==> src/verilog/risk_cfg.svh <==
// ##########################################################################
// widths and table depth shared by the risk gate RTL and its testbench
// amounts, limits and totals are unsigned, one common width
// client id must index the whole table, so 2**client bits >= clients
// ##########################################################################

`ifndef RISK_CFG_SVH
`define RISK_CFG_SVH

// client id width
`define RISK_CLIENT_BITS 5

// width of order amounts, cancellations, the limit and the accumulator
`define RISK_AMOUNT_BITS 16

// entries in the per-client cancelled table
`define RISK_NUM_CLIENTS 32

`endif

==> src/verilog/risk_pkg.sv <==
// ##########################################################################
// packed structs passed between decode, execute and result stages
// field widths come from the cfg header
// ##########################################################################

`include "risk_cfg.svh"

package risk_pkg;

  // registered cpu command
  // valid is the order strobe, new_max the limit-load strobe
  // amount carries the order amount or the new limit
  typedef struct packed {
    logic                          valid;
    logic                          new_max;
    logic [`RISK_CLIENT_BITS-1:0]  client_id;
    logic [`RISK_AMOUNT_BITS-1:0]  amount;
  } order_cmd_t;

  // registered cancellation report from the exchange
  typedef struct packed {
    logic                          valid;
    logic [`RISK_CLIENT_BITS-1:0]  client_id;
    logic [`RISK_AMOUNT_BITS-1:0]  amount;
  } cancel_evt_t;

  // outcome of one order in execute
  // cancelled is the client total the rule actually used,
  // same-cycle cancellation included
  // accum is the accumulator after this order
  typedef struct packed {
    logic                          done;
    logic                          accept;
    logic [`RISK_CLIENT_BITS-1:0]  client_id;
    logic [`RISK_AMOUNT_BITS-1:0]  amount;
    logic [`RISK_AMOUNT_BITS-1:0]  cancelled;
    logic [`RISK_AMOUNT_BITS-1:0]  accum;
  } exec_result_t;

endpackage

==> src/verilog/event_decode.sv <==
// ##########################################################################
// decode stage: port strobes are captured on the sampling edge,
// commands leave one cycle later with priority already resolved
// new_max beats cpu_go in the same cycle, the order is dropped
// ##########################################################################

`timescale 1ns/1ps
`include "risk_cfg.svh"

module event_decode (
  input  logic                          clk,
  input  logic                          rst_n,
  input  logic [`RISK_CLIENT_BITS-1:0]  cpu_client_id,
  input  logic [`RISK_AMOUNT_BITS-1:0]  cpu_amount,
  input  logic                          cpu_go,
  input  logic                          cpu_new_max,
  input  logic [`RISK_CLIENT_BITS-1:0]  exchange_client_id,
  input  logic [`RISK_AMOUNT_BITS-1:0]  exchange_amount,
  input  logic                          exchange_go,
  output risk_pkg::order_cmd_t          order_cmd,
  output risk_pkg::cancel_evt_t         cancel_evt
);

  // capture flops at the ports
  logic                          cap_go;
  logic                          cap_max;
  logic                          cap_exch;
  logic [`RISK_CLIENT_BITS-1:0]  cap_cpu_id;
  logic [`RISK_AMOUNT_BITS-1:0]  cap_cpu_amt;
  logic [`RISK_CLIENT_BITS-1:0]  cap_exch_id;
  logic [`RISK_AMOUNT_BITS-1:0]  cap_exch_amt;

  // decoded command flops
  logic                          ord_valid;
  logic                          ord_max;
  logic                          can_valid;
  logic [`RISK_CLIENT_BITS-1:0]  ord_id;
  logic [`RISK_AMOUNT_BITS-1:0]  ord_amt;
  logic [`RISK_CLIENT_BITS-1:0]  can_id;
  logic [`RISK_AMOUNT_BITS-1:0]  can_amt;

  // strobes, cleared on reset so execute never sees stale payloads
  always_ff @(posedge clk) begin
    if (!rst_n) begin
      cap_go    <= 1'b0;
      cap_max   <= 1'b0;
      cap_exch  <= 1'b0;
      ord_valid <= 1'b0;
      ord_max   <= 1'b0;
      can_valid <= 1'b0;
    end else begin
      cap_go    <= cpu_go;
      cap_max   <= cpu_new_max;
      cap_exch  <= exchange_go;
      // limit load wins, order is dropped
      ord_valid <= cap_go & ~cap_max;
      ord_max   <= cap_max;
      can_valid <= cap_exch;
    end
  end

  // payload just follows the strobes
  always_ff @(posedge clk) begin
    cap_cpu_id   <= cpu_client_id;
    cap_cpu_amt  <= cpu_amount;
    cap_exch_id  <= exchange_client_id;
    cap_exch_amt <= exchange_amount;
    ord_id       <= cap_cpu_id;
    ord_amt      <= cap_cpu_amt;
    can_id       <= cap_exch_id;
    can_amt      <= cap_exch_amt;
  end

  assign order_cmd = '{valid: ord_valid, new_max: ord_max, client_id: ord_id, amount: ord_amt};
  assign cancel_evt = '{valid: can_valid, client_id: can_id, amount: can_amt};

endmodule

==> src/verilog/exposure_exec.sv <==
// ##########################################################################
// execute stage: table read, rule and all state writes in one cycle
// safe when limit > accumulated + amount - cancelled(client)
// table entries and the accumulator saturate at all ones
// a cancellation for the order's client in the same cycle counts first
// ##########################################################################

`timescale 1ns/1ps
`include "risk_cfg.svh"

module exposure_exec (
  input  logic                          clk,
  input  logic                          rst_n,
  input  risk_pkg::order_cmd_t          order_cmd,
  input  risk_pkg::cancel_evt_t         cancel_evt,
  output risk_pkg::exec_result_t        exec_res,
  output logic [`RISK_AMOUNT_BITS-1:0]  accumulated_orders,
  output logic [`RISK_AMOUNT_BITS-1:0]  max_to_trade
);

  localparam int AW = `RISK_AMOUNT_BITS;

  // per-client cancelled totals
  logic [AW-1:0]         cancel_tbl [`RISK_NUM_CLIENTS];
  logic [AW-1:0]         limit_q;
  logic [AW-1:0]         accum_q;

  // cancellation path
  logic [AW:0]           cancel_wide;
  logic [AW-1:0]         cancel_sum;
  logic                  same_client;
  logic [AW-1:0]         eff_cancel;

  // rule and accumulator path
  logic signed [AW:0]    headroom;
  logic signed [AW:0]    net_exposure;
  logic                  order_safe;
  logic                  accept;
  logic [AW:0]           accum_wide;
  logic [AW-1:0]         accum_sat;

  // result flops
  logic                  res_done;
  logic                  res_accept;
  logic [`RISK_CLIENT_BITS-1:0] res_id;
  logic [AW-1:0]         res_amt;
  logic [AW-1:0]         res_cancel;
  logic [AW-1:0]         res_accum;

  always_comb begin
    // new entry for the reporting client, saturating
    cancel_wide = {1'b0, cancel_tbl[cancel_evt.client_id]} + {1'b0, cancel_evt.amount};
    cancel_sum  = cancel_wide[AW] ? {AW{1'b1}} : cancel_wide[AW-1:0];

    // forward a same-cycle cancellation into the rule
    same_client = cancel_evt.valid && (cancel_evt.client_id == order_cmd.client_id);
    eff_cancel  = same_client ? cancel_sum : cancel_tbl[order_cmd.client_id];

    // rule rearranged as limit - amount > accum - cancelled
    // both sides fit in one extra signed bit, so nothing wraps
    headroom     = $signed({1'b0, limit_q}) - $signed({1'b0, order_cmd.amount});
    net_exposure = $signed({1'b0, accum_q}) - $signed({1'b0, eff_cancel});
    order_safe   = headroom > net_exposure;
    accept       = order_cmd.valid & order_safe;

    // accumulator after an accepted order
    accum_wide = {1'b0, accum_q} + {1'b0, order_cmd.amount};
    accum_sat  = accum_wide[AW] ? {AW{1'b1}} : accum_wide[AW-1:0];
  end

  // cancelled table, all zero after reset
  always_ff @(posedge clk) begin
    if (!rst_n) begin
      for (int i = 0; i < `RISK_NUM_CLIENTS; i++) begin
        cancel_tbl[i] <= '0;
      end
    end else if (cancel_evt.valid) begin
      cancel_tbl[cancel_evt.client_id] <= cancel_sum;
    end
  end

  // limit and accumulator
  always_ff @(posedge clk) begin
    if (!rst_n) begin
      limit_q <= '0;
      accum_q <= '0;
    end else begin
      if (order_cmd.new_max) begin
        limit_q <= order_cmd.amount;
      end
      // rejected orders leave the total alone
      if (accept) begin
        accum_q <= accum_sat;
      end
    end
  end

  always_ff @(posedge clk) begin
    if (!rst_n) begin
      res_done <= 1'b0;
    end else begin
      res_done <= order_cmd.valid;
    end
  end

  // outcome payload, qualified by res_done downstream
  always_ff @(posedge clk) begin
    res_accept <= accept;
    res_id     <= order_cmd.client_id;
    res_amt    <= order_cmd.amount;
    res_cancel <= eff_cancel;
    res_accum  <= accept ? accum_sat : accum_q;
  end

  assign exec_res = '{
    done:      res_done,
    accept:    res_accept,
    client_id: res_id,
    amount:    res_amt,
    cancelled: res_cancel,
    accum:     res_accum
  };

  // live state straight to the top
  assign accumulated_orders = accum_q;
  assign max_to_trade       = limit_q;

endmodule

==> src/verilog/trade_verdict.sv <==
// ##########################################################################
// result stage: one register level between execute and the outputs
// client id and cancelled total hold the last completed order
// ##########################################################################

`timescale 1ns/1ps
`include "risk_cfg.svh"

module trade_verdict (
  input  logic                          clk,
  input  logic                          rst_n,
  input  risk_pkg::exec_result_t        exec_res,
  output logic                          trade_done,
  output logic                          trade_accept,
  output logic [`RISK_CLIENT_BITS-1:0]  trade_client_id,
  output logic [`RISK_AMOUNT_BITS-1:0]  cancelled_orders
);

  // verdict strobes
  always_ff @(posedge clk) begin
    if (!rst_n) begin
      trade_done   <= 1'b0;
      trade_accept <= 1'b0;
    end else begin
      trade_done   <= exec_res.done;
      // accept only ever rides with done
      trade_accept <= exec_res.done & exec_res.accept;
    end
  end

  // display registers, load on a completed order only
  always_ff @(posedge clk) begin
    if (exec_res.done) begin
      trade_client_id  <= exec_res.client_id;
      cancelled_orders <= exec_res.cancelled;
    end
  end

endmodule

==> src/verilog/risk_gate_top.sv <==
// ##########################################################################
// pre-trade risk gate, decode -> execute -> result
// order sampled at edge N shows trade_done after edge N+3
// limit loads and cancellations apply at edge N+2, no back-pressure
// ##########################################################################

`timescale 1ns/1ps
`include "risk_cfg.svh"

module risk_gate_top (
  input  logic                          clk,
  input  logic                          rst_n,
  input  logic [`RISK_CLIENT_BITS-1:0]  cpu_client_id,
  input  logic [`RISK_AMOUNT_BITS-1:0]  cpu_amount,
  input  logic                          cpu_go,
  input  logic                          cpu_new_max,
  input  logic [`RISK_CLIENT_BITS-1:0]  exchange_client_id,
  input  logic [`RISK_AMOUNT_BITS-1:0]  exchange_amount,
  input  logic                          exchange_go,
  output logic                          trade_done,
  output logic                          trade_accept,
  output logic [`RISK_CLIENT_BITS-1:0]  trade_client_id,
  output logic [`RISK_AMOUNT_BITS-1:0]  cancelled_orders,
  output logic [`RISK_AMOUNT_BITS-1:0]  accumulated_orders,
  output logic [`RISK_AMOUNT_BITS-1:0]  max_to_trade
);

  // stage buses, widths follow the packed command and result layouts
  localparam int ORDER_W  = 2 + `RISK_CLIENT_BITS + `RISK_AMOUNT_BITS;
  localparam int CANCEL_W = 1 + `RISK_CLIENT_BITS + `RISK_AMOUNT_BITS;
  localparam int RESULT_W = 2 + `RISK_CLIENT_BITS + 3 * `RISK_AMOUNT_BITS;

  logic [ORDER_W-1:0]   order_cmd;
  logic [CANCEL_W-1:0]  cancel_evt;
  logic [RESULT_W-1:0]  exec_res;

  event_decode i_decode (
    .clk                (clk),
    .rst_n              (rst_n),
    .cpu_client_id      (cpu_client_id),
    .cpu_amount         (cpu_amount),
    .cpu_go             (cpu_go),
    .cpu_new_max        (cpu_new_max),
    .exchange_client_id (exchange_client_id),
    .exchange_amount    (exchange_amount),
    .exchange_go        (exchange_go),
    .order_cmd          (order_cmd),
    .cancel_evt         (cancel_evt)
  );

  exposure_exec i_exec (
    .clk                (clk),
    .rst_n              (rst_n),
    .order_cmd          (order_cmd),
    .cancel_evt         (cancel_evt),
    .exec_res           (exec_res),
    .accumulated_orders (accumulated_orders),
    .max_to_trade       (max_to_trade)
  );

  trade_verdict i_verdict (
    .clk                (clk),
    .rst_n              (rst_n),
    .exec_res           (exec_res),
    .trade_done         (trade_done),
    .trade_accept       (trade_accept),
    .trade_client_id    (trade_client_id),
    .cancelled_orders   (cancelled_orders)
  );

endmodule

==> config.mk <==
export PLATFORM = sky130hd
export DESIGN_NAME = risk_gate_top
export DESIGN_NICKNAME = d
export VERILOG_FILES = /design/src/verilog/risk_pkg.sv /design/src/verilog/event_decode.sv /design/src/verilog/exposure_exec.sv /design/src/verilog/trade_verdict.sv /design/src/verilog/risk_gate_top.sv
export VERILOG_INCLUDE_DIRS = /design/src /design/src/verilog
export SDC_FILE = /design/constraint.sdc
export NUM_CORES = 1
export LEC_CHECK = 0
export BUFFER_PORTS_ARGS = -buffer_cell sky130_fd_sc_hd__buf_4
export CAP_MARGIN = 40
export CORE_MARGIN = 8
export CORE_UTILIZATION = 55
export CTS_CLUSTER_DIAMETER = 40
export DETAILED_ROUTE_END_ITERATION = 16
export HOLD_SLACK_MARGIN = 0.05
export PLACE_DENSITY = 0.72
export SETUP_SLACK_MARGIN = 0.4
export SKIP_LAST_GASP = 1
export SLEW_MARGIN = 20
export SYNTH_ARGS = -nofsm -noshare
export SYNTH_HDL_FRONTEND = slang
export SYNTH_SLANG_ARGS = --single-unit
export TNS_END_PERCENT = 10
==> constraint.sdc <==
create_clock -name clk -period 9.24 [get_ports clk]
set_clock_uncertainty 0.05 [all_clocks]
set_input_delay 0.462 -clock clk [delete_from_list [all_inputs] [get_ports clk]]
set_output_delay 0.462 -clock clk [all_outputs]
set_load 0.01 [all_outputs]
==> impl_metrics.toml <==
[die]
initial_core_util_pct = 55.57
dieArea_sq_um = 69150
core_area_sq_um = 60360
ios = 102
dieHeight_um = 263.0
rows = 90
die_width_um = 263.0

[sta]
tightest_slew_ns = 0.9167
finalCriticalPeriod_ns = 8.319
setup_viol = 0
grt_setup_unrepaired = "false"
fin_crit_sh_pct = 90.03
slew_violations = 0
fin_setup_tns_ns = 0
fmax_ghz = 0.1202
relSlewSlack_pct = 38.74
hold_viol_final = 0

[outcome]
status = "completed"

[global_route]
grt_pass1_vias = 23190
track_usage_pct = 31.13
grt_first_pass_wirelength_mm = 158.9
grt_max_degree = 47
grt-ovfl-total = 0
antenna_found_initial = 6

[placed_design]
gp_congestion = 0.9686
port-buffer-count = 101
dp_hpwl_mm = 73.34
placed_cell_area_sq_um = 35670

[drt]
vias = 23660
drt_iter0_markers = 3536
drc = 0
viasPerCell = 6.788
dr.pass1.iters = 5
wl_per_cell_um = 31.39
ant_nets = 0
wirelength_mm = 109.4

[critical_path]
start_kind = "flop"
path_max_fanout = 19
end_kind = "flop"
required_ns = 9.73
crit_family = "compound AO/OA/AOI/OAI gates"
critPathSlowestCell = "or4_4"
worst-path-stages = 30
critPathKind = "reg2reg"
critical_path_arrival_ns = 8.80
slowest_delay_ns = 0.59
reg2reg_depth = 30
cp.buffers_inverters = 3
crit_top_cell = "ha_1"

[cells_and_area]
syn_to_final_growth_pct = 18.95
drive_gt1_share_pct = 28.05
stdcell_area_sq_um = 39900
layout.nets = 2751
regArea_sq_um = 18970
multi_input_area_sq_um = 13770
fillers = 4177

[pwr]
ir_drop_uv = 155.4
power_density_nw_per_um2 = 221.1
p_leak_nw = 15.51

[hold_path]
hold_depth = 0
hp-class = "reg2reg"

[synthesis]
avgSynthCellArea_sq_um = 13.77
ys_warn_count = 0
syn_inst = 2436
yosys.area.top_type_share_pct = 47.72
synth_nets = 2568
yosysTopAreaCell = "edfxtp_1"
synth_edf_count = 533
async_flop_share_pct = 0
synth_area_sq_um = 33540
ys_ff_latch = 680
synth-seq-area-share_pct = 56.49
ys_types = 75
synth_flop_cell = "edfxtp_1"
synthTopCellsByArea = "edfxtp_1, mux4_2, dfxtp_1, nor2_1, ha_1"

[clock_network]
clkSinkCount = 680
clock_latency_ns = 0.67
ctsLongestPathBuffers = 3
h-tree-depth = 3
cts_root_buffer = "clkbuf_16"
cts_tree = "built"
clkTransAtPathRegs_ns = 0.06
numCtsBuffers = 96

[run]
cap_violations = 0
[per-stage QoR]
| stage | cells | power [W] | setup WS (ns) | utilization (%) | hold slack (ns) |
|---|---|---|---|---|---|
| after floorplan | 2436 | 0.004435 | 1.281 | - | 0.2596 |
| after global placement | 3204 | 0.004950 | 0.3914 | 58.40 | 0.2608 |
| after detailed placement | 3230 | 0.004999 | 0.3079 | 59.10 | 0.2621 |
| after CTS | 3458 | 0.008762 | 0.4356 | 65.47 | 0.2746 |
| after global routing | 3484 | 0.009039 | 0.3806 | 66.10 | 0.2809 |
| final | 3486 | 0.008823 | 0.9213 | 66.10 | 0.2722 |
[flip-flops by register name, summed over array words and instances (netlist names), 16 cells and up]
| signal | count |
|---|---|
| i_decode.can_amt | 16 |
| i_decode.cap_cpu_amt | 16 |
| i_decode.cap_exch_amt | 16 |
| i_decode.ord_amt | 16 |
| i_exec.accumulated_orders | 16 |
| i_exec.cancel_tbl | 512 |
| i_exec.max_to_trade | 16 |
| i_exec.res_cancel | 16 |
| i_verdict.cancelled_orders | 16 |
[cells in the mapped netlist, types with 4 or more instances]
| cell | count |
|---|---|
| o21ai_0 | 29 |
| xnor2_1 | 25 |
| a21o_1 | 22 |
| a211oi_1 | 12 |
| nor4_1 | 5 |
| or2_2 | 4 |
| clkbuf_1 | 118 |
| mux2_2 | 10 |
| mux2i_1 | 38 |
| nand2_1 | 97 |
| and2_1 | 9 |
| a22oi_1 | 64 |
| edfxtp_1 | 533 |
| a311oi_1 | 18 |
| buf_1 | 23 |
| inv_1 | 47 |
| nor3b_1 | 6 |
| o31ai_1 | 8 |
| and3_1 | 5 |
| dfxtp_1 | 147 |
| nand4_1 | 20 |
| buf_2 | 46 |
| o21a_1 | 13 |
| nand3_1 | 10 |
| nor3_1 | 15 |
| ha_1 | 81 |
| fa_1 | 4 |
| nor2b_1 | 12 |
| o21bai_1 | 8 |
| nand2b_1 | 7 |
| o211ai_1 | 6 |
| xor2_1 | 21 |
| or3_1 | 6 |
| a21oi_1 | 51 |
| mux4_2 | 288 |
| nor2_1 | 570 |
[where the power goes]
group          leakage, nW  switching, W  total [W]  internal [W]
combinational         7.20       0.00100    0.00153      0.000525
clock                 1.61       0.00156    0.00379       0.00223
sequential            6.70     0.0000908    0.00351       0.00342
[layout by cell type, fill, tap and decap left out, types with 22 or more instances in the layout]
master / synthesis / final
nor2_1: 570 / 562
mux2i_1: 38 / 37
nand2_1: 97 / 97
o21ai_0: 29 / 29
clkbuf_16: 0 / 97
edfxtp_1: 533 / 533
xnor2_1: 25 / 25
a21o_1: 22 / 22
buf_4: 1 / 186
dlygate4sd3_1: 0 / 45
a22oi_1: 64 / 57
dfxtp_1: 147 / 141
mux4_2: 288 / 288
inv_1: 47 / 47
a21oi_1: 51 / 51
buf_8: 0 / 23
ha_1: 81 / 81
[final cells by class]
class | count | area share [%]
sequential | 680 | 47.53
multi-input combinational | 1518 | 34.51
timing repair buffer | 276 | 6.639
clock buffer | 103 | 6.165
tap | 782 | 2.452
clock inverter | 78 | 2.245
inverter | 47 | 0.4422
antenna | 2 | 0.01254
[timing repair]
| action | CTS | global route |
|---|---|---|
| setup endpoints to repair | 16 | 17 |
| pin swaps | 0 | 0 |
| hold buffers | 45 | 0 |
| resized for setup | 0 | 15 |
| buffers inserted | 2 | 16 |
| hold endpoints to repair | 45 | 0 |
[worst reg2reg max path, delay by kind of cell, from the launching register on]
family                     cells  cell delay (ns)
adders and majority gates      4             1.33
muxes                          1             0.53
and+or+nand+nor                6             1.53
DFF                            1             0.37
buffers and inverters          3             0.49
AOI/OAI and AO/OA             16             3.89
[logic make-up (layout without fill, tap and decap cells)]
kind of cell / count (synthesis) / count (layout) / share of synthesized area (%)
AOI/OAI and AO/OA: 269 / 269 / 5.674
other: 0 / 2 / 0
xor gates and xnor gates: 46 / 46 / 1.201
and+or+nand+nor: 782 / 782 / 9.657
DFF: 680 / 680 / 56.49
adders and majority gates: 85 / 85 / 3.260
muxes: 336 / 336 / 20.81
buffers and inverters: 238 / 504 / 2.913
[metal layers]
layer	GRT usage [%]	vias to the layer above	part of all wire, %
li1	-	9698	-
met1	39.79	11770	34
met2	47.38	1861	45
met3	11.36	335	15
met4	14.38	4	5.5
met5	0	-	0.023
[final timing paths]
path / startpoint / to / slack, ns
worst max-delay path: i_decode.can_id[0] / i_exec.accumulated_orders[12] / 0.92
worst min-delay path: i_decode.cap_cpu_id[0] / i_decode.ord_id[0] / 0.27
worst max register to register: i_decode.can_id[0] / i_exec.accumulated_orders[12] / 0.92
worst min register to register: i_decode.cap_cpu_id[0] / i_decode.ord_id[0] / 0.27
Note: power is estimated with default switching activity, not from simulation.
